<file path="src/hdl/soc_pkg.sv">
/*
 * Shared widths, address map and boot image of the memory subsystem,
 * slave enumeration and the request/response structs
 */
`default_nettype none

package soc_pkg;

  localparam int unsigned ADDR_WIDTH = 32;
  localparam int unsigned DATA_WIDTH = 64;
  localparam int unsigned BE_WIDTH   = DATA_WIDTH / 8;
  localparam int unsigned BYTE_OFFSET = $clog2(BE_WIDTH);

  // ----------------------------------------------------------
  // Address map
  // ----------------------------------------------------------
  localparam logic [ADDR_WIDTH-1:0] ROM_BASE    = 32'h0001_0000;
  localparam logic [ADDR_WIDTH-1:0] ROM_LENGTH  = 32'h0000_1000;
  localparam logic [ADDR_WIDTH-1:0] STUB_BASE   = 32'h4000_0000;
  localparam logic [ADDR_WIDTH-1:0] STUB_LENGTH = 32'h0000_1000;
  localparam logic [ADDR_WIDTH-1:0] SRAM_BASE   = 32'h8000_0000;
  localparam logic [ADDR_WIDTH-1:0] SRAM_LENGTH = 32'h0000_2000;

  localparam int unsigned SRAM_WORDS     = SRAM_LENGTH / BE_WIDTH;
  localparam int unsigned SRAM_IDX_WIDTH = $clog2(SRAM_WORDS);
  localparam int unsigned ROM_WORDS      = 8;
  localparam int unsigned ROM_SEL_WIDTH  = $clog2(ROM_WORDS);
  // Word index over the whole ROM window, wider than the image
  localparam int unsigned ROM_IDX_WIDTH  = $clog2(ROM_LENGTH / BE_WIDTH);

  localparam int unsigned DEBUG_DELAY_CYCLES = 500;
  localparam int unsigned DEBUG_CNT_WIDTH    = $clog2(DEBUG_DELAY_CYCLES + 1);

  localparam logic [DATA_WIDTH-1:0] STUB_RDATA = 64'h0000_0000_dead_beef;

  typedef enum logic [1:0] {
    SLV_ROM  = 2'd0,
    SLV_SRAM = 2'd1,
    SLV_STUB = 2'd2,
    SLV_NONE = 2'd3
  } slave_e;

  typedef struct packed {
    logic                  we;
    logic [ADDR_WIDTH-1:0] addr;
    logic [BE_WIDTH-1:0]   be;
    logic [DATA_WIDTH-1:0] wdata;
  } mem_req_t;

  typedef struct packed {
    logic                  err;
    logic [DATA_WIDTH-1:0] rdata;
  } mem_rsp_t;

  typedef struct packed {
    slave_e                slave;
    logic [ADDR_WIDTH-1:0] base;
    logic [ADDR_WIDTH-1:0] length;
  } addr_rule_t;

  localparam int unsigned NUM_RULES = 3;

  // First matching rule wins
  localparam addr_rule_t ADDR_MAP [NUM_RULES] = '{
    '{slave: SLV_ROM,  base: ROM_BASE,  length: ROM_LENGTH},
    '{slave: SLV_SRAM, base: SRAM_BASE, length: SRAM_LENGTH},
    '{slave: SLV_STUB, base: STUB_BASE, length: STUB_LENGTH}
  };

  // Boot code, jumps to the start of main memory
  localparam logic [DATA_WIDTH-1:0] BOOT_IMAGE [ROM_WORDS] = '{
    64'h0010_0293_f140_2573,
    64'h01f2_9293_0000_0597,
    64'h0002_8067_0405_8593,
    64'h1050_0073_0000_0013,
    64'h0000_0000_ffdf_f06f,
    64'h8000_0000_0000_0000,
    64'h0000_0001_0000_1000,
    64'hc0ff_ee00_5eed_0001
  };

endpackage

`default_nettype wire
</file>
<file path="src/hdl/resp_mux.sv">
/*
 * Response mux, tracks the slave in flight and builds the response
 * including the stub and decode-error answers
 */
`timescale 1ns/1ps
`default_nettype none

module resp_mux (
  input  logic                             clk_i,
  input  logic                             rst_ni,
  input  logic                             req_valid_i,
  input  soc_pkg::slave_e                  slave_i,
  input  logic [soc_pkg::DATA_WIDTH-1:0]   rom_rdata_i,
  input  logic [soc_pkg::DATA_WIDTH-1:0]   sram_rdata_i,
  output logic                             rsp_valid_o,
  output soc_pkg::mem_rsp_t                rsp_o
);

  import soc_pkg::*;

  logic   valid_q;
  slave_e slave_q;

  // One request in flight per cycle
  always_ff @(posedge clk_i or negedge rst_ni) begin
    if (!rst_ni) begin
      valid_q <= 1'b0;
      slave_q <= SLV_NONE;
    end else begin
      valid_q <= req_valid_i;
      slave_q <= slave_i;
    end
  end

  always_comb begin
    unique case (slave_q)
      SLV_ROM: begin
        rsp_o = '{err: 1'b0, rdata: rom_rdata_i};
      end
      SLV_SRAM: begin
        rsp_o = '{err: 1'b0, rdata: sram_rdata_i};
      end
      SLV_STUB: begin
        rsp_o = '{err: 1'b1, rdata: STUB_RDATA};
      end
      default: begin
        // Decode error
        rsp_o = '{err: 1'b1, rdata: '0};
      end
    endcase
  end

  assign rsp_valid_o = valid_q;

endmodule

`default_nettype wire

</file>
<file path="config.mk">
export PLATFORM = sky130hd
export DESIGN_NAME = resp_mux
export DESIGN_NICKNAME = d
export VERILOG_FILES = /design/src/hdl/soc_pkg.sv /design/src/hdl/resp_mux.sv
export SDC_FILE = /design/constraint.sdc
export NUM_CORES = 1
export LEC_CHECK = 0
export ABC_AREA = 0
export BUFFER_PORTS_ARGS = -buffer_cell sky130_fd_sc_hd__buf_2
export CORE_AREA = 2 2 77 79
export DETAILED_ROUTE_END_ITERATION = 12
export DIE_AREA = 0 0 79 81
export PLACE_DENSITY = 0.74
export SLEW_MARGIN = 20
export SYNTH_ARGS = -nofsm -noshare
export SYNTH_HDL_FRONTEND = slang
export SYNTH_SLANG_ARGS = --single-unit
export TNS_END_PERCENT = 30
</file>
<file path="constraint.sdc">
create_clock -name clk_i -period 2.8 [get_ports clk_i]
set_input_delay 0.42 -clock clk_i [delete_from_list [all_inputs] [get_ports clk_i]]
set_output_delay 0.42 -clock clk_i [all_outputs]
set_load 0.05 [all_outputs]
</file>
==> flow_metrics.env <==
export IMPL_power_per_cell_area_nw_per_um2=319
export IMPL_via_count=1812
export IMPL_worst_path_dominant_cell_family="buffers and inverters"
export IMPL_worstMarginPinSlew_ns=0.557
export IMPL_sequential_cell_area_um2=81.3
export IMPL_gp_routability_congestion=0.785
export IMPL_grt_remaining_overflow=0
export IMPL_crit_path_max_fanout=34
export IMPL_multiInputGateArea_um2=985
export IMPL_timing_hold_worst_start="slave_i[1]"
export IMPL_number_of_storage_elements_in_the_synthesis_netlist=3
export IMPL_postRouteWirelength_mm=4.82
export IMPL_routed_wire_length_per_instance_um=11.6
export IMPL_layout_cells_most_common="buf_2"
export IMPL_die_width_um=79
export IMPL_critPathKind="reg -> out"
export IMPL_cts_repair_timing_setup_buffer_count=0
export IMPL_tritoncts_num_sinks=3
export IMPL_hold_viol=0
export IMPL_hold_class="in -> reg"
export IMPL_placement_rows=28
export IMPL_cp_num_buf_inv=2
export IMPL_ant_nets=0
export IMPL_synth_nets=283
export IMPL_slew_viol_final=0
export IMPL_dpl_hpwl_mm=4.09
export IMPL_max_clock_freq_mhz=436
export IMPL_timing_critical_path_to_type="output port"
export IMPL_cts_clk_slew_worst_paths_ns=0.03
export IMPL_preCtsSetupSlack_ns=0.750
export IMPL_initialDrtViolationCount=31
export IMPL_fp_dieH_um=81
export IMPL_timing_final_ws_setup_ns=0.508
export IMPL_detailedRoute_firstPassIterationCount=4
export IMPL_antenna_cells_inserted=0
export IMPL_finalSetupViolations=0
export IMPL_clockBufferDepth=2
export IMPL_maximum_number_of_pins_on_one_net_before_global_route_repair=35
export IMPL_antenna_violations_before_repair=0
export IMPL_timing_critical_path_from_type="register"
export IMPL_synth_seq_area_share_pct=6.27
export IMPL_crit_required_ns=2.38
export IMPL_h_tree_depth=1
export IMPL_unrepaired_setup_endpoints_after_global_routing="false"
export IMPL_ys_types=12
export IMPL_boundaryPins=199
export IMPL_cap_violations=0
export IMPL_cts_tree="done"
export IMPL_final_layout_size_suffix_gt1_share_pct=67.4
export IMPL_floorplan_core_area_um2=5680
export IMPL_slew_limit_headroom_pct=62.9
export IMPL_crit_path_top_delay_cell="dfstp_4"
export IMPL_tns_ns=0
export IMPL_timing_critical_path_from="slave_q[0]"
export IMPL_min_period_ns=2.29
export IMPL_final_cycle_utilization_of_the_critical_path_pct=81.9
export IMPL_status="finished clean"
export IMPL_stage_delay_of_the_slowest_cell_on_the_critical_path_ns=0.60
export IMPL_die_area_um2=6400
export IMPL_grt_usage_pct=12.6
export IMPL_first_pass_grt_wire_length_mm=6.68
export IMPL_start_util_pct=21.8
export IMPL_critical_path_cell_chain="buf_4 > mux2i_1 > nor2_1 > buf_2"
export IMPL_most_common_layout_cells="buf_2 (198), nor2_1 (64), mux2i_1 (40)"
export IMPL_ctsRootBufferMaster="clkbuf_8"
export IMPL_numCtsBuffers=3
export IMPL_signal_arrival_time_at_the_worst_endpoint_ns=1.87
export IMPL_worst_ir_drop_vdd_mv=0.290
export IMPL_synthesis_instances=150
export IMPL_ys_warn_count=0
export IMPL_port_buffer_count=198
export IMPL_fillCellCount=603
export IMPL_cellLeakagePower_uw=0.00135
export IMPL_vias_per_cell=4.37
export IMPL_area_growth_pct=83.3
export IMPL_nNetsFinal=474
export IMPL_first_global_vias=1586
export IMPL_drt_drc_violations_left=0
export IMPL_syn_mean_instance_area_um2=8.25
export IMPL_netlist_area_um2=1240
[Yosys cell counts]
cell	number	area, µm²
nor2b_1	1	6.26
buf_4	4	30.0
dfrtp_1	1	25.0
buf_6	3	33.8
o2bb2ai_2	20	300
buf_12	4	80.1
clkbuf_1	1	3.75
mux2i_1	40	400
buf_2	6	30.0
o2bb2ai_1	4	35.0
dfstp_2	2	52.6
nor2_1	64	240
[power by group]
group | leakage [µW] | switching (µW) | internal, µW
logic | 0.00129 | 368 | 176
registers | 0.0000331 | 5.05 | 47.6
clock network | 0.0000228 | 30.1 | 97.2
[per-stage QoR]
stage	instance area (µm²)	instances	util [%]	power [µW]	hold WS (ns)
2_1_floorplan	1240	150	-	440	0.124
3_3_place_gp	2210	410	39.0	591	0.224
3_5_place_dp	2210	410	39.0	599	0.224
4_1_cts	2270	415	40.0	733	0.300
5_1_grt	2270	415	40.0	767	0.300
6_report	2270	415	40.0	724	0.305
[cell families after synthesis]
| group | synth area share (%) |
|---|---|
| AO/OA/AOI/OAI | 27.1 |
| buffers and inverters | 14.4 |
| flip-flops | 6.27 |
| multiplexers | 32.4 |
| AND/OR/NAND/NOR | 19.9 |
[area by class of cell]
type,instances,area share [%]
Timing Repair Buffer,204,46.9
Sequential cell,3,3.59
Multi-Input combinational cell,129,43.4
Clock buffer,4,1.99
Tap cell,75,4.14
[sequential cells by signal (all words and copies together), names as in the netlist]
register     cells
slave_q          2
rsp_valid_o      1
[timing repair]
action	4_1_cts	5_1_grt
hold endpoints to repair	1	0
hold buffers	1	0
resized for setup	0	0
[worst paths after layout]
path | end | slack [ns] | depth (start not counted)
min in group asynchronous | rsp_valid_o | 0.52 | 2
max in group asynchronous | slave_q[0] | 2.07 | 2
worst max-delay path | rsp_o[14] | 0.51 | 4
worst min-delay path | slave_q[1] | 0.31 | 1
[per-layer routing]
layer	GRT usage [%]	routed length, µm	vias up
met5	0	0	-
met3	3.33	408	6
li1	-	-	900
met4	2.07	36	0
met2	24.0	2510	93
met1	14.4	1870	813
Power figures use the tool's default switching activity.
