<file path="config.mk">
export PLATFORM = sky130hd
export DESIGN_NAME = boot_rom
export DESIGN_NICKNAME = d
export VERILOG_FILES = /design/src/hdl/soc_pkg.sv /design/src/hdl/boot_rom.sv
export SDC_FILE = /design/constraint.sdc
export NUM_CORES = 1
export LEC_CHECK = 0
export ABC_AREA = 1
export BUFFER_PORTS_ARGS = -buffer_cell sky130_fd_sc_hd__buf_2
export CELL_PAD_IN_SITES_DETAIL_PLACEMENT = 0
export CELL_PAD_IN_SITES_GLOBAL_PLACEMENT = 1
export CORE_MARGIN = 2
export CORE_UTILIZATION = 29
export CTS_CLUSTER_DIAMETER = 50
export DETAILED_ROUTE_END_ITERATION = 10
export PLACE_DENSITY_LB_ADDON = 0.3
export SYNTH_ARGS = -nofsm -noshare
export SYNTH_HDL_FRONTEND = slang
export SYNTH_SLANG_ARGS = --single-unit
</file>
<file path="constraint.sdc">
create_clock -name clk_i -period 1.15 [get_ports clk_i]
set_clock_uncertainty 0.1 [all_clocks]
set_input_delay 0.23 -clock clk_i [delete_from_list [all_inputs] [get_ports clk_i]]
set_output_delay 0.23 -clock clk_i [all_outputs]
set_load 0.02 [all_outputs]
</file>
<file path="src/hdl/soc_pkg.sv">
/*
 * Shared widths, address map and boot image of the memory subsystem,
 * slave enumeration and the request/response structs
 */
`default_nettype none

package soc_pkg;

  localparam int unsigned ADDR_WIDTH = 32;
  localparam int unsigned DATA_WIDTH = 64;
  localparam int unsigned BE_WIDTH   = DATA_WIDTH / 8;
  localparam int unsigned BYTE_OFFSET = $clog2(BE_WIDTH);

  // ----------------------------------------------------------
  // Address map
  // ----------------------------------------------------------
  localparam logic [ADDR_WIDTH-1:0] ROM_BASE    = 32'h0001_0000;
  localparam logic [ADDR_WIDTH-1:0] ROM_LENGTH  = 32'h0000_1000;
  localparam logic [ADDR_WIDTH-1:0] STUB_BASE   = 32'h4000_0000;
  localparam logic [ADDR_WIDTH-1:0] STUB_LENGTH = 32'h0000_1000;
  localparam logic [ADDR_WIDTH-1:0] SRAM_BASE   = 32'h8000_0000;
  localparam logic [ADDR_WIDTH-1:0] SRAM_LENGTH = 32'h0000_2000;

  localparam int unsigned SRAM_WORDS     = SRAM_LENGTH / BE_WIDTH;
  localparam int unsigned SRAM_IDX_WIDTH = $clog2(SRAM_WORDS);
  localparam int unsigned ROM_WORDS      = 8;
  localparam int unsigned ROM_SEL_WIDTH  = $clog2(ROM_WORDS);
  // Word index over the whole ROM window, wider than the image
  localparam int unsigned ROM_IDX_WIDTH  = $clog2(ROM_LENGTH / BE_WIDTH);

  localparam int unsigned DEBUG_DELAY_CYCLES = 500;
  localparam int unsigned DEBUG_CNT_WIDTH    = $clog2(DEBUG_DELAY_CYCLES + 1);

  localparam logic [DATA_WIDTH-1:0] STUB_RDATA = 64'h0000_0000_dead_beef;

  typedef enum logic [1:0] {
    SLV_ROM  = 2'd0,
    SLV_SRAM = 2'd1,
    SLV_STUB = 2'd2,
    SLV_NONE = 2'd3
  } slave_e;

  typedef struct packed {
    logic                  we;
    logic [ADDR_WIDTH-1:0] addr;
    logic [BE_WIDTH-1:0]   be;
    logic [DATA_WIDTH-1:0] wdata;
  } mem_req_t;

  typedef struct packed {
    logic                  err;
    logic [DATA_WIDTH-1:0] rdata;
  } mem_rsp_t;

  typedef struct packed {
    slave_e                slave;
    logic [ADDR_WIDTH-1:0] base;
    logic [ADDR_WIDTH-1:0] length;
  } addr_rule_t;

  localparam int unsigned NUM_RULES = 3;

  // First matching rule wins
  localparam addr_rule_t ADDR_MAP [NUM_RULES] = '{
    '{slave: SLV_ROM,  base: ROM_BASE,  length: ROM_LENGTH},
    '{slave: SLV_SRAM, base: SRAM_BASE, length: SRAM_LENGTH},
    '{slave: SLV_STUB, base: STUB_BASE, length: STUB_LENGTH}
  };

  // Boot code, jumps to the start of main memory
  localparam logic [DATA_WIDTH-1:0] BOOT_IMAGE [ROM_WORDS] = '{
    64'h0010_0293_f140_2573,
    64'h01f2_9293_0000_0597,
    64'h0002_8067_0405_8593,
    64'h1050_0073_0000_0013,
    64'h0000_0000_ffdf_f06f,
    64'h8000_0000_0000_0000,
    64'h0000_0001_0000_1000,
    64'hc0ff_ee00_5eed_0001
  };

endpackage

`default_nettype wire
</file>
<file path="src/hdl/boot_rom.sv">
/*
 * Boot ROM with the fixed image and a registered read port
 */
`timescale 1ns/1ps
`default_nettype none

module boot_rom (
  input  logic                             clk_i,
  input  logic                             rst_ni,
  input  logic                             en_i,
  input  logic [soc_pkg::ADDR_WIDTH-1:0]   addr_i,
  output logic [soc_pkg::DATA_WIDTH-1:0]   rdata_o
);

  import soc_pkg::*;

  logic [ROM_IDX_WIDTH-1:0] word_idx;
  logic [DATA_WIDTH-1:0]    rdata_q;

  assign word_idx = addr_i[ROM_IDX_WIDTH+BYTE_OFFSET-1:BYTE_OFFSET];

  always_ff @(posedge clk_i or negedge rst_ni) begin
    if (!rst_ni) begin
      rdata_q <= '0;
    end else if (en_i) begin
      // Window is larger than the image, the rest reads as zero
      if (word_idx < ROM_IDX_WIDTH'(ROM_WORDS)) begin
        rdata_q <= BOOT_IMAGE[word_idx[ROM_SEL_WIDTH-1:0]];
      end else begin
        rdata_q <= '0;
      end
    end
  end

  assign rdata_o = rdata_q;

endmodule

`default_nettype wire

</file>
==> impl_metrics.tcl, run 1 <==
set metrics [dict create \
    status "complete, but fails checks" \
    violations "negative setup slack" \
    cts-htree-levels 1 \
    setup_viol 44 \
    critPathSlowestCell "dfrtp_2" \
    core_area_mm2 0.00517 \
    worstSetupPathType "reg -> out" \
    drt_iter0_drc 47 \
    numCtsBuffers 3 \
    gp_congestion 0.773 \
    holdWs_ns 0.137 \
    antenna_found_initial 0 \
    vias_per_cell 3.98 \
    cp.arrival_ns 0.91 \
    dp_cells 312 \
    sequentialPowerShare 0.534 \
    combPwrFrac 0.150 \
    die_y_um 77.6 \
    synth_top_area_share 0.430 \
    io_pins 99 \
    rows 26 \
    p_switching_w 0.000488 \
    cp.required_ns 0.82 \
    fin_crit_ns 1.24 \
    r2r_end "rdata_o[54]" \
    syn_avg_cell_area_um2 8.28 \
    crit_cells 1 \
    layout_setup_ws_ns -0.0863 \
    p_leak_nw 1.32 \
    worst-path-max-fanout 5 \
    hold_class "in -> reg" \
    synth_top_area_cell "dfrtp_1" \
    end_kind "output pin" \
    cts.root.buffer_cell "clkbuf_8" \
    cp_slowest_stage_delay_ns 0.46 \
    wl_per_cell_um 11.0 \
    syn_inst 190 \
    critPathLaunch "rdata_o[27]" \
    port_buffers 67 \
    yosysWarnings 0 \
    final_layout_size_suffix_gt1_frac 0.473 \
    start_util 0.304 \
    r2r_setup_slack_ns 0.20 \
    drv_slew 0 \
    path_buf_inv 1 \
    hold_viol_final 0 \
    drt-total-wl_mm 3.64 \
    swShare 0.271 \
    first_pass_iters 4 \
    seq_area_frac_synth 0.430 \
    cts_num_sinks 27 \
    finalNonFillerCells 330 \
    grt_pass1_wl_mm 6.13 \
    num_antenna_cells 0 \
    grt_overflow 0 \
    fin_nets 302 \
    post-route-period-util 1.08 \
    cp-endpoint "rdata_o[25]" \
    dieArea_mm2 0.00603 \
    final_util 0.444 \
    startpoint_type "flip-flop" \
    max_freq_mhz 809 \
    num_vias 1314 \
    clock_latency_ns 0.28 \
    reg2reg_from "rdata_o[54]" \
    maxCapViolCount 0 \
    drcViolationCount 0 \
    pwr_density_cell_mw_per_mm2 783 \
    intPower_w 0.00131 \
    postRouteAntennaNets 0 \
    cts_tree "done" \
    area_growth_pct 45.9 \
    ys_seq_elements 27 \
    grt_start_max_net_pins 26 \
    dp_hpwl_mm 2.56 \
    irDropWorstVdd_uv 369 \
    power_w 0.00180 \
    pre_cts_slack_ns -0.163 \
    synth.area.top_cells "dfrtp_1 43%, buf_4 18%, nand2_1 15%" \
    worstRegToRegCells 4 \
    grt.total_usage 0.126 \
    die_x_um 77.6 \
    power.share.clock 0.317 \
    synthesis.area_mm2 0.00157 \
    clk_pin_slew_worst_paths_ns 0.10 \
    cp_cell_sequence "buf_2" \
    ys_types 17 \
    grt_pass1_vias 1295 \
    clk_path_buf_depth 2 \
    rsz0062_at_grt "true" \
    cpLargestDelayFamily "flip-flops" \
    largest_register_ffs 27 \
]
## layout by cell type (no fill, tap or decap)
master         instances
a21oi_2                1
buf_12                 2
buf_2                 25
buf_4                 34
buf_6                 40
clkbuf_8               3
clkinvlp_4             1
conb_1                 8
dfrtp_1               21
dfrtp_2                6
dlygate4sd3_1          1
ha_1                   6
inv_1                  8
inv_2                  3
nand2_1               63
nand2_2                1
nand3_1               23
nor2_1                 2
nor2_2                 5
nor2_4                 1
o21ai_0                5
or2_2                  1
## tightest hold or removal path, delay by kind of cell
| family | cells | cell delay [ns] |
|---|---|---|
| simple gates | 2 | 0.12 |
| buf+inv | 1 | 0.13 |
## layout make-up
class / instances / area [um^2]
fillers: 513 / 2880
clock buffers: 3 / 41.3
flip-flops and latches: 27 / 683
clock inverters: 1 / 7.51
well taps: 70 / 87.6
multi-input cells: 116 / 553
repair buffers: 102 / 881
inverters: 11 / 41.3
## metrics by stage
stage	TNS, ns	instance area [um^2]
after floorplan	0	1600
after global placement	-1.43	1880
after detailed placement	-1.60	1880
after CTS	-2.86	2240
after global routing	-3.91	2290
final	-2.48	2290
## power groups by stage
stage | Combinational [W] | Clock (W) | Sequential (W)
after floorplan | 0.000147 | 0 | 0.000983
after global placement | 0.000255 | 0 | 0.000976
after detailed placement | 0.000257 | 0 | 0.000976
after CTS | 0.000271 | 0.000582 | 0.000959
after global routing | 0.000302 | 0.000607 | 0.000960
final | 0.000269 | 0.000569 | 0.000959
## worst min-delay path by stage
stage,from,to,slack [ns],depth (start not counted)
after floorplan,rst_ni,rdata_o[0],-0.17,0
after global placement,rst_ni,rdata_o[63],0.05,1
after detailed placement,rst_ni,rdata_o[27],0.06,1
after CTS,en_i,rdata_o[32],0.14,3
after global routing,en_i,rdata_o[32],0.16,3
final,en_i,rdata_o[32],0.14,3
## per-layer routing
metal  track usage  up-vias  share of wire
met4        0.0321        0         0.0066
met1         0.173      583           0.48
li1              -      682              -
met3        0.0186        4          0.050
met5             0        -              0
met2         0.209       45           0.47
## synth_stat cells
cell and instances:
a21oi_2 1, buf_2 2, buf_4 38, buf_6 3, conb_1 1, dfrtp_1 27
ha_1 6, inv_1 8, inv_2 3, nand2_1 63, nand2_2 1, nand3_1 23
nor2_1 2, nor2_2 5, nor2_4 1, o21ai_0 5, or2_2 1
## timing repair
item | in CTS | in global routing
gates resized for setup | 77 | 11
pin swaps | 0 | 0
endpoints found under the hold margin | 13 | 0
hold buffers | 1 | 0
buffers inserted | 9 | 4
setup endpoints to repair | 56 | 56
## logic make-up after synthesis
logic type,count (synthesis),share of synthesized area
other,1,0.00238
flip-flops,27,0.430
AND/OR/NAND/NOR,96,0.263
adder cells (fa/ha/maj),6,0.0477
AO/OA/AOI/OAI,6,0.0215
buffers and inverters,54,0.235
Note: power is estimated with default switching activity, not from simulation.
==> inputs of run 2 (changes only) <==
--- a/config.mk
+++ b/config.mk
@@ -6,7 +6,8 @@
 export NUM_CORES = 1
 export LEC_CHECK = 0
 export ABC_AREA = 1
-export BUFFER_PORTS_ARGS = -buffer_cell sky130_fd_sc_hd__buf_2
+export BUFFER_PORTS_ARGS = -buffer_cell sky130_fd_sc_hd__buf_4
+export CAP_MARGIN = 40
 export CELL_PAD_IN_SITES_DETAIL_PLACEMENT = 0
 export CELL_PAD_IN_SITES_GLOBAL_PLACEMENT = 1
 export CORE_MARGIN = 2
==> run 2 against run 1 <==
  * The run still ends with negative setup slack left
  * Cell area up 1.6%
  * Global-route usage down 0.42 points
  * Via count down 0.23%
  * Critical path type unchanged
  * Critical endpoint is now rdata_o[42]
  * Largest power group unchanged
  * Highest routed layer unchanged
==> impl_metrics.tcl, run 2 (synthesized netlist as in run 1, its figures left out) <==
set metrics [dict create \
    final_util 0.451 \
    dp_hpwl_mm 2.53 \
    postRouteAntennaNets 0 \
    numCtsBuffers 3 \
    grt_overflow 0 \
    gp_congestion 0.742 \
    final.fill_count 523 \
    status "complete, but fails checks" \
    dieArea_mm2 0.00603 \
    final_layout_size_suffix_gt1_frac 0.465 \
    vias_per_cell 4.02 \
    hold_viol_final 0 \
    maxCapViolCount 0 \
    cp-endpoint "rdata_o[42]" \
    core_area_mm2 0.00517 \
    cp.required_ns 0.82 \
    grt_pass1_wl_mm 5.99 \
    reg2reg_from "rdata_o[52]" \
    path_buf_inv 1 \
    most-common-layout-cells "63 x nand2_1, 51 x buf_4, 45 x buf_6" \
    fin_crit_ns 1.26 \
    port_buffers 67 \
    fin_nets 298 \
    end_kind "output pin" \
    critPathSlowestCell "dfrtp_2" \
    num_vias 1311 \
    rsz0062_at_grt "true" \
    cts_num_sinks 27 \
    setup_viol 41 \
    clk_pin_slew_worst_paths_ns 0.09 \
    cpLargestDelayFamily "flip-flops" \
    max_freq_mhz 796 \
    startpoint_type "flip-flop" \
    start_util 0.304 \
    hold_class "in -> reg" \
    antenna_found_initial 0 \
    drt-total-wl_mm 3.53 \
    cts_tree "done" \
    r2r_end "rdata_o[52]" \
    worstSetupPathType "reg -> out" \
    worstRegToRegCells 4 \
    violations "negative setup slack" \
    first_pass_iters 4 \
    cp.arrival_ns 0.93 \
    cp_cell_sequence "buf_4" \
    cts.root.buffer_cell "clkbuf_8" \
    cp_slowest_stage_delay_ns 0.48 \
    final_common_cell "nand2_1" \
    worst-path-max-fanout 10 \
    pwr_density_cell_mw_per_mm2 752 \
    irDropWorstVdd_uv 398 \
    grt_start_max_net_pins 28 \
    clock_latency_ns 0.26 \
    finalNonFillerCells 326 \
    largest_register_ffs 27 \
    dp_cells 308 \
    grt.total_usage 0.122 \
    drt_iter0_drc 44 \
    wl_per_cell_um 10.8 \
    layout_setup_ws_ns -0.106 \
    p_leak_nw 1.31 \
    r2r_setup_slack_ns 0.20 \
    num_antenna_cells 0 \
    grt_pass1_vias 1289 \
    drcViolationCount 0 \
    die_x_um 77.6 \
    area_growth_pct 48.2 \
    clk_path_buf_depth 2 \
    io_pins 99 \
    rows 26 \
    die_y_um 77.6 \
    drv_slew 0 \
    cts-htree-levels 1 \
    crit_cells 1 \
    critPathLaunch "rdata_o[62]" \
    post-route-period-util 1.09 \
]
==> run 2: through the flow <==
step / worst slack, ns / total power (W) / hold slack [ns] / cell area, um^2 / setup TNS, ns
2_1_floorplan: 0.0480 / 0.00113 / -0.166 / 1600 / 0
3_3_place_gp: -0.161 / 0.00123 / 0.0638 / 2000 / -1.55
3_5_place_dp: -0.158 / 0.00123 / 0.0657 / 2000 / -1.57
4_1_cts: -0.118 / 0.00178 / 0.143 / 2250 / -2.83
5_1_grt: -0.152 / 0.00185 / 0.151 / 2330 / -4.31
6_report: -0.106 / 0.00175 / 0.141 / 2330 / -2.36
==> run 2: metal layers <==
metal / track usage / up-vias / routed length (um)
met2: 0.197 / 41 / 1650
met5: 0 / - / 0
met1: 0.167 / 592 / 1660
met3: 0.0256 / 2 / 202
met4: 0.0321 / 0 / 13
li1: - / 676 / -
==> run 2: how the worst min path moves through the flow <==
stage	start	endpoint	slack, ns	depth (start not counted)
2_1_floorplan	rst_ni	rdata_o[0]	-0.17	0
3_3_place_gp	rst_ni	rdata_o[54]	0.06	1
3_5_place_dp	rst_ni	rdata_o[54]	0.07	1
4_1_cts	addr_i[10]	rdata_o[31]	0.14	4
5_1_grt	en_i	rdata_o[32]	0.15	3
6_report	en_i	rdata_o[32]	0.14	3
==> run 2: what timing repair did <==
item,4_1_cts,5_1_grt
pin swaps,0,0
setup buffers,7,6
setup endpoints to repair,52,56
hold endpoints to repair,27,0
resized for setup,41,10
cloned,0,0
hold buffers,1,0
==> run 2: power by group <==
group	total, W	switching [W]	internal, W
registers	0.000959	0.00000533	0.000954
logic	0.000266	0.000158	0.000108
clock network	0.000528	0.000286	0.000242
==> run 2: area by class of cell <==
class | count | area (um^2) | area share
Sequential cell | 27 | 683 | 0.293
Timing Repair Buffer | 98 | 920 | 0.395
Tap cell | 70 | 87.6 | 0.0376
Clock buffer | 3 | 41.3 | 0.0177
Inverter | 11 | 41.3 | 0.0177
Clock inverter | 1 | 5.00 | 0.00215
Multi-Input combinational cell | 116 | 553 | 0.237
