### config.mk
export PLATFORM = sky130hd
export DESIGN_NAME = addr_decoder
export DESIGN_NICKNAME = d
export VERILOG_FILES = /design/src/hdl/soc_pkg.sv /design/src/hdl/addr_decoder.sv
export SDC_FILE = /design/constraint.sdc
export NUM_CORES = 1
export LEC_CHECK = 0
export BUFFER_PORTS_ARGS = -buffer_cell sky130_fd_sc_hd__buf_2
export CAP_MARGIN = 20
export CORE_AREA = 5 5 42 44
export DETAILED_ROUTE_END_ITERATION = 6
export DIE_AREA = 0 0 47 49
export GPL_TIMING_DRIVEN = 0
export PLACE_DENSITY = 0.91
export SYNTH_ARGS = -nofsm -noshare
export SYNTH_HDL_FRONTEND = slang
export SYNTH_SLANG_ARGS = --single-unit
### constraint.sdc
create_clock -name vclk -period 0.9
set_clock_uncertainty 0.2 [all_clocks]
set_input_delay 0.045 -clock vclk [all_inputs]
set_output_delay 0.045 -clock vclk [all_outputs]
set_load 0.02 [all_outputs]
### src/hdl/soc_pkg.sv
/*
 * Shared widths, address map and boot image of the memory subsystem,
 * slave enumeration and the request/response structs
 */
`default_nettype none

package soc_pkg;

  localparam int unsigned ADDR_WIDTH = 32;
  localparam int unsigned DATA_WIDTH = 64;
  localparam int unsigned BE_WIDTH   = DATA_WIDTH / 8;
  localparam int unsigned BYTE_OFFSET = $clog2(BE_WIDTH);

  // ----------------------------------------------------------
  // Address map
  // ----------------------------------------------------------
  localparam logic [ADDR_WIDTH-1:0] ROM_BASE    = 32'h0001_0000;
  localparam logic [ADDR_WIDTH-1:0] ROM_LENGTH  = 32'h0000_1000;
  localparam logic [ADDR_WIDTH-1:0] STUB_BASE   = 32'h4000_0000;
  localparam logic [ADDR_WIDTH-1:0] STUB_LENGTH = 32'h0000_1000;
  localparam logic [ADDR_WIDTH-1:0] SRAM_BASE   = 32'h8000_0000;
  localparam logic [ADDR_WIDTH-1:0] SRAM_LENGTH = 32'h0000_2000;

  localparam int unsigned SRAM_WORDS     = SRAM_LENGTH / BE_WIDTH;
  localparam int unsigned SRAM_IDX_WIDTH = $clog2(SRAM_WORDS);
  localparam int unsigned ROM_WORDS      = 8;
  localparam int unsigned ROM_SEL_WIDTH  = $clog2(ROM_WORDS);
  // Word index over the whole ROM window, wider than the image
  localparam int unsigned ROM_IDX_WIDTH  = $clog2(ROM_LENGTH / BE_WIDTH);

  localparam int unsigned DEBUG_DELAY_CYCLES = 500;
  localparam int unsigned DEBUG_CNT_WIDTH    = $clog2(DEBUG_DELAY_CYCLES + 1);

  localparam logic [DATA_WIDTH-1:0] STUB_RDATA = 64'h0000_0000_dead_beef;

  typedef enum logic [1:0] {
    SLV_ROM  = 2'd0,
    SLV_SRAM = 2'd1,
    SLV_STUB = 2'd2,
    SLV_NONE = 2'd3
  } slave_e;

  typedef struct packed {
    logic                  we;
    logic [ADDR_WIDTH-1:0] addr;
    logic [BE_WIDTH-1:0]   be;
    logic [DATA_WIDTH-1:0] wdata;
  } mem_req_t;

  typedef struct packed {
    logic                  err;
    logic [DATA_WIDTH-1:0] rdata;
  } mem_rsp_t;

  typedef struct packed {
    slave_e                slave;
    logic [ADDR_WIDTH-1:0] base;
    logic [ADDR_WIDTH-1:0] length;
  } addr_rule_t;

  localparam int unsigned NUM_RULES = 3;

  // First matching rule wins
  localparam addr_rule_t ADDR_MAP [NUM_RULES] = '{
    '{slave: SLV_ROM,  base: ROM_BASE,  length: ROM_LENGTH},
    '{slave: SLV_SRAM, base: SRAM_BASE, length: SRAM_LENGTH},
    '{slave: SLV_STUB, base: STUB_BASE, length: STUB_LENGTH}
  };

  // Boot code, jumps to the start of main memory
  localparam logic [DATA_WIDTH-1:0] BOOT_IMAGE [ROM_WORDS] = '{
    64'h0010_0293_f140_2573,
    64'h01f2_9293_0000_0597,
    64'h0002_8067_0405_8593,
    64'h1050_0073_0000_0013,
    64'h0000_0000_ffdf_f06f,
    64'h8000_0000_0000_0000,
    64'h0000_0001_0000_1000,
    64'hc0ff_ee00_5eed_0001
  };

endpackage

`default_nettype wire
### src/hdl/addr_decoder.sv
/*
 * Address decoder, maps a request onto a slave by the rule table
 */
`timescale 1ns/1ps
`default_nettype none

module addr_decoder (
  input  soc_pkg::mem_req_t req_i,
  output soc_pkg::slave_e   slave_o
);

  import soc_pkg::*;

  logic [ADDR_WIDTH-1:0] offset;

  // Walk backwards so the lowest matching rule is the last one assigned
  always_comb begin
    slave_o = SLV_NONE;
    offset  = '0;
    for (int i = NUM_RULES - 1; i >= 0; i--) begin
      offset = req_i.addr - ADDR_MAP[i].base;
      // Unsigned offset covers both bounds at once
      if (offset < ADDR_MAP[i].length) begin
        slave_o = ADDR_MAP[i].slave;
      end
    end
  end

endmodule

`default_nettype wire

==> flow_summary.yaml, run 1 <==
status:
  status: "finished with violations"
  failed_checks: "negative setup slack"
grt:
  grt_max_degree: 3
  use_met2_pct: 8.145
  grt_overflow: 0
  antenna_found_initial: 0
  grtUsageTotal_pct: 5.123
  grt-busiest-layer: "met2"
  grt_pass1_vias: 217
  grtUsageMet3_pct: 1.845
  met1_usage_pct: 6.957
  grt_pass1_wl_um: 924
routing:
  post-route-drc-count: 0
  dr.pass1.iters: 2
  routed-via-count: 185
  wirelength_um: 525
  routedWlPerCell_um: 10.94
  viasPerCell: 3.854
  drtIter0Drc: 2
  postRouteAntennaNets: 0
place:
  port_buffers: 22
  hpwl_um: 480.4
  place_congestion: 0.6475
  pre_cts_ws_ps: -462.8
setup_path:
  crit_type: "in -> out"
  end_kind: "output port"
  critPathLaunchType: "primary input"
  path_max_fanout: 2
  crit_path_max_incr_delay_ps: 380
  crit_chain: "buf_6 -> nor4_4 -> nand4_1 -> or3_4 -> buf_6"
  path_delay_family: "simple AND/OR/NAND/NOR gates"
  critPathRequiredTime_ps: 650
  critPathSlowestCell: "or3_4"
  path_buf_inv: 2
  critical_path_arrival_ps: 1070
  crit_top_cell: "buf_6"
synth:
  synth.distinct_cells: 7
  syn_nets: 115
  syn_area_per_cell_sq_um: 9.259
  synth_warnings: 0
  yosysTopAreaCellShare_pct: 54.05
  synth_most_common_cell: "nor4_2"
  synth_area_leader_cell: "nor4_2"
  synth_cells: 10
  synth_area_leaders: "nor4_2, mux2i_1, xor2_1"
  ys_seq_area_share_pct: 0
  synth_area_sq_um: 92.59
timing:
  max_clock_freq_ghz: 0.7614
  rsz0062_at_grt: "true"
  slew_viol_final: 0
  finalCritPeriodShare_pct: 145.9
  final.setup.tns_ps: -648.7
  hold_viol_final: 0
  finalSetupViolations: 2
  holdWs_ps: 204.8
  max_slew_margin_pct: 85.90
  fin_crit_ps: 1313
  worst_pin_slew_ps: 210.0
  fin_ws_ps: -413.4
floorplanning:
  die_y_um: 49
  initial_core_util_pct: 6.607
  ios: 107
  placementRows: 14
  dieArea_sq_um: 2303
  fp.coreArea_sq_um: 1401
  die_x_um: 47
power:
  power.leakage_nw: 0.1241
  power.density_nw_per_um2: 315.7
  vdd_drop_max_v: 0.00009715
finish:
  clockBufferCount: 0
  antennaDiodeCount: 0
  fillerInstances: 160
  ff_latch_area_sq_um: 0
  fin_util_pct: 21.43
  layout-drive-gt1-share_pct: 84.38
  seq_cell_count: 0
  syn_to_final_growth_pct: 224.3
  nets: 139
hold_path:
  hold_class: "in -> out"
clock_network:
  cts_hold_buf: 0
flow_run:
  drv_cap: 0
## per-layer routing
metal / part of all wire, % / wire length, um
met2: 42 / 219
met1: 38 / 201
met4: 0 / 0
met5: 0 / 0
met3: 20 / 103
## repair_timing
item / 4_1_cts / 5_1_grt
setup buffers: 0 / 0
resized for setup: 9 / 1
pin swaps: 5 / 3
endpoints found under the setup margin: 2 / 2
## placed cells by master (no fill, tap or decap)
| cell type | count |
|---|---|
| nand4_1 | 1 |
| buf_6 | 6 |
| mux2i_1 | 1 |
| nor2_1 | 1 |
| buf_2 | 16 |
| nand3b_1 | 1 |
| xor2_1 | 1 |
| nor4_4 | 4 |
| or3_4 | 1 |
## tightest hold or removal path: stages
cell	delay [ps]
buf_2	100
or3_4	110
buf_6	100
## stage by stage
step,instances,instance area (sq um),power [mW]
finish,48,300.3,0.09480
global route,48,300.3,0.1035
CTS,48,291.5,0.09142
detailed placement,48,245.2,0.07536
global placement,48,245.2,0.07197
floorplan,10,115.1,0.01497
## report_power, final
part           total (mW)  leakage, nW  switching (mW)  internal [mW]
Clock                   0            0               0              0
Combinational      0.0948        0.124          0.0400         0.0548
Sequential              0            0               0              0
Total              0.0948        0.124          0.0400         0.0548
## worst paths after layout
check | depth (start not counted) | start | end
setup / recovery | 5 | req_i[94] | slave_o[1]
hold / removal | 3 | req_i[102] | slave_o[1]
## cell type report
class	instances	area, sq um	area share [%]
well taps	16	20.02	6.667
repair buffers	22	147.6	49.17
multi-input cells	10	132.6	44.17
## cell families after synthesis
group            after synthesis  synth area share, %
AND/OR/NAND/NOR                8                79.74
XOR/XNOR                       1                9.461
multiplexers                   1                10.81
No activity file was read; power rests on OpenSTA's default activity.
==> run 2, diff against run 1 <==
--- a/config.mk
+++ b/config.mk
@@ -11,7 +11,7 @@
 export DETAILED_ROUTE_END_ITERATION = 6
 export DIE_AREA = 0 0 47 49
 export GPL_TIMING_DRIVEN = 0
-export PLACE_DENSITY = 0.91
+export PLACE_DENSITY_LB_ADDON = 0.08
 export SYNTH_ARGS = -nofsm -noshare
 export SYNTH_HDL_FRONTEND = slang
 export SYNTH_SLANG_ARGS = --single-unit
==> run 2 against run 1 <==
Against the previous run: the flow still finishes with violations (negative setup slack); wire length up 5.3%; sequential cell count is the same; power increased by 8.1%; first-iteration DRC count down 100%; setup slack improved by 12 ps; utilization grew 1.3 points; sequential share of layout area stayed put; critical path depth stayed put; worst hold slack improved by 9.9 ps; die area did not move; cell count unchanged; cell area is 6.2% higher.
==> flow_summary.yaml, run 2 (same netlist as run 1, synthesis figures left out) <==
status:
  status: "finished with violations"
  failed_checks: "negative setup slack"
floorplanning:
  fp.coreArea_sq_um: 1401
  die_x_um: 47
  initial_core_util_pct: 6.607
  die_y_um: 49
  placementRows: 14
  dieArea_sq_um: 2303
  ios: 107
finish:
  antennaDiodeCount: 0
  multi_input_area_sq_um: 132.6
  ff_latch_area_sq_um: 0
  layout-drive-gt1-share_pct: 84.38
  seq_cell_count: 0
  clockBufferCount: 0
  syn_to_final_growth_pct: 244.6
  final_common_cell: "buf_2"
  fillerInstances: 168
  nets: 139
  layout_common_cells: "buf_2, buf_6, nor4_4"
grt:
  grt_overflow: 0
  grt_pass1_wl_um: 869
  antenna_found_initial: 0
  grt_max_degree: 3
  grtUsageTotal_pct: 4.772
  grt_pass1_vias: 224
timing:
  max_slew_margin_pct: 87.25
  max_clock_freq_ghz: 0.7683
  worst_pin_slew_ps: 189.9
  finalCritPeriodShare_pct: 144.6
  hold_viol_final: 0
  finalSetupViolations: 2
  fin_ws_ps: -401.5
  rsz0062_at_grt: "true"
  final.setup.tns_ps: -616.3
  slew_viol_final: 0
  fin_crit_ps: 1302
routing:
  post-route-drc-count: 0
  routed-via-count: 177
  viasPerCell: 3.688
  dr.pass1.iters: 1
  drtIter0Drc: 0
  postRouteAntennaNets: 0
  routedWlPerCell_um: 11.52
  wirelength_um: 553
power:
  power.leakage_nw: 0.1304
  vdd_drop_max_v: 0.00007692
  total_power_mw: 0.1025
  power.density_nw_per_um2: 321.3
setup_path:
  critical_path_arrival_ps: 1060
  path_buf_inv: 2
  path_max_fanout: 2
  critPathRequiredTime_ps: 650
  end_kind: "output port"
  cp.depth: 5
  critPathSlowestCell: "or3_4"
  crit_chain: "buf_6 -> nor4_4 -> nand4_1 -> or3_4 -> buf_6"
  critPathLaunchType: "primary input"
  crit_type: "in -> out"
  path_delay_family: "simple AND/OR/NAND/NOR gates"
  crit_path_max_incr_delay_ps: 390
  crit_top_cell: "buf_6"
place:
  place_congestion: 0.6222
  port_buffers: 22
hold_path:
  whs_path_depth: 3
  hold_class: "in -> out"
clock_network:
  post-cts-setup-buffers: 0
  cts_hold_buf: 0
flow_run:
  drv_cap: 0
## run 2: cell counts in the layout (fill, tap and decap cells not counted)
Identical to the previous run, type by type.
## run 2: per-layer routing
layer | vias to the layer above | GRT usage (%) | wire length, um
li1 | 88 | - | -
met4 | 0 | 0 | 0
met1 | 67 | 6.087 | 204
met2 | 22 | 5.656 | 180
met3 | 0 | 5.535 | 168
met5 | - | 0 | 0
## run 2: area by class of cell
class	instances	share of cell area [%]
Timing Repair Buffer	22	52.16
Multi-Input combinational cell	10	41.57
Tap cell	16	6.275
## run 2: path summary, 6_finish.rpt
| check | start | slack, ps | end |
|---|---|---|---|
| setup / recovery | req_i[98] | -400 | slave_o[1] |
| hold / removal | req_i[102] | 210 | slave_o[1] |
## run 2: power by group
part | switching [mW] | leakage [nW] | total, mW | internal, mW
Combinational | 0.0398 | 0.130 | 0.103 | 0.0627
Sequential | 0 | 0 | 0 | 0
Clock | 0 | 0 | 0 | 0
## run 2: per-stage QoR
stage               area, sq um  worst slack, ps  instances  util, %  hold slack (ps)
global placement          245.2           -461.9         48    17.50            235.0
global route              319.1           -479.8         48    22.77            227.7
finish                    319.1           -401.5         48    22.77            214.7
floorplan                 115.1           -159.3         10        -            17.06
detailed placement        245.2           -462.2         48    17.50            233.8
CTS                       304.0           -433.9         48    21.70            216.5
## run 2: repair_timing
| action | 4_1_cts | 5_1_grt |
|---|---|---|
| pin swaps | 6 | 3 |
| gates resized for setup | 11 | 2 |
| endpoints found under the setup margin | 2 | 2 |
==> run 3, diff against run 2 <==
--- a/config.mk
+++ b/config.mk
@@ -12,6 +12,7 @@
 export DIE_AREA = 0 0 47 49
 export GPL_TIMING_DRIVEN = 0
 export PLACE_DENSITY_LB_ADDON = 0.08
+export REMOVE_ABC_BUFFERS = 1
 export SYNTH_ARGS = -nofsm -noshare
 export SYNTH_HDL_FRONTEND = slang
 export SYNTH_SLANG_ARGS = --single-unit
==> run 3 against run 2 <==
Against the previous run: the flow still finishes with violations (negative setup slack); wire length decreased by 1.8%; global-route usage increased by 0.21 points; clock-buffer cell count unchanged; power decreased by 5.3%; critical path depth unchanged; via count increased by 1.7%; fmax decreased by 0.63%; first-iteration DRC count unchanged; die area unchanged; critical path type unchanged.
==> flow_summary.yaml, run 3 (same netlist as run 1, synthesis figures left out) <==
timing:
  max_clock_freq_ghz: 0.7635
  finalSetupViolations: 2
  holdWs_ps: 207.3
  worst_pin_slew_ps: 186.9
  max_slew_margin_pct: 87.45
  slew_viol_final: 0
  fin_crit_ps: 1310
  finalCritPeriodShare_pct: 145.5
  rsz0062_at_grt: "true"
  hold_viol_final: 0
  fin_ws_ps: -409.8
place:
  place_congestion: 0.6707
  postPlaceCellArea_sq_um: 222.7
  port_buffers: 22
  pre_cts_ws_ps: -448.3
status:
  failed_checks: "negative setup slack"
  status: "finished with violations"
finish:
  ff_latch_area_sq_um: 0
  multi_input_area_sq_um: 132.6
  fillerInstances: 168
  nets: 139
  clockBufferCount: 0
  final_area_sq_um: 306.5
  final_common_cell: "buf_2"
  fin_util_pct: 21.88
  antennaDiodeCount: 0
  syn_to_final_growth_pct: 231.1
  seq_cell_count: 0
  layout_common_cells: "buf_2, buf_6, nor4_4"
  layout-drive-gt1-share_pct: 84.38
flow_run:
  drv_cap: 0
routing:
  viasPerCell: 3.750
  wirelength_um: 543
  dr.pass1.iters: 1
  post-route-drc-count: 0
  drtIter0Drc: 0
  postRouteAntennaNets: 0
  routedWlPerCell_um: 11.31
  routed-via-count: 180
floorplanning:
  dieArea_sq_um: 2303
  die_y_um: 49
  ios: 107
  fp.coreArea_sq_um: 1401
  die_x_um: 47
  initial_core_util_pct: 6.607
  placementRows: 14
grt:
  grt_overflow: 0
  antenna_found_initial: 0
  grt_pass1_wl_um: 917
  grtUsageTotal_pct: 4.982
  grt_max_degree: 3
  grt_pass1_vias: 215
setup_path:
  crit_end: "slave_o[1]"
  critPathLaunchType: "primary input"
  crit_path_start: "req_i[89]"
  path_max_fanout: 2
  end_kind: "output port"
  crit_type: "in -> out"
  critical_path_arrival_ps: 1060
  critPathRequiredTime_ps: 650
power:
  total_power_mw: 0.09708
  power.leakage_nw: 0.1262
  vdd_drop_max_v: 0.00008807
  power.density_nw_per_um2: 316.7
clock_network:
  cts_hold_buf: 0
  post-cts-setup-buffers: 0
hold_path:
  hold_class: "in -> out"
[run 3: changes by cell type in the layout (fill, tap and decap cells not counted)]
cell and change:
buf_6 -2, buf_2 +2
[run 3: area by class of cell]
| type | instances | share of cell area, % |
|---|---|---|
| multi-input cells | 10 | 43.27 |
| well taps | 16 | 6.531 |
| repair buffers | 22 | 50.20 |
[run 3: power by group]
part,internal (mW),switching (mW),total (mW)
registers,0,0,0
clock network,0,0,0
logic,0.0574,0.0397,0.0971
total,0.0574,0.0397,0.0971
[run 3: critical path, stage by stage]
cell and delay [ps]:
buf_6 90, nor4_4 250, nand4_1 150, or3_4 390, buf_6 140
[run 3: per-layer routing]
layer	vias to the layer above	track usage, %	wire length [um]
met4	0	0	0
met3	0	5.904	174
met1	70	6.087	194
li1	88	-	-
met5	-	0	0
met2	22	6.109	174
[run 3: timing repair]
item,4_1_cts,5_1_grt
pin swaps,5,3
endpoints found under the setup margin,2,2
resized for setup,10,4
[run 3: worst min-delay path by stage]
stage / from / to / slack [ps] / cells past startpoint
final: req_i[102] / slave_o[1] / 210 / 3
after global routing: req_i[102] / slave_o[1] / 230 / 3
after CTS: req_i[102] / slave_o[1] / 220 / 3
after detailed placement: req_i[102] / slave_o[1] / 240 / 3
after global placement: req_i[84] / slave_o[0] / 240 / 4
after floorplan: req_i[102] / slave_o[1] / 80 / 1
[run 3: metrics by stage]
step | std cells | TNS, ps
2_1_floorplan | 10 | -218.5
3_3_place_gp | 48 | -682.9
3_5_place_dp | 48 | -709.8
4_1_cts | 48 | -664.5
5_1_grt | 48 | -780.9
6_report | 48 | -632.6
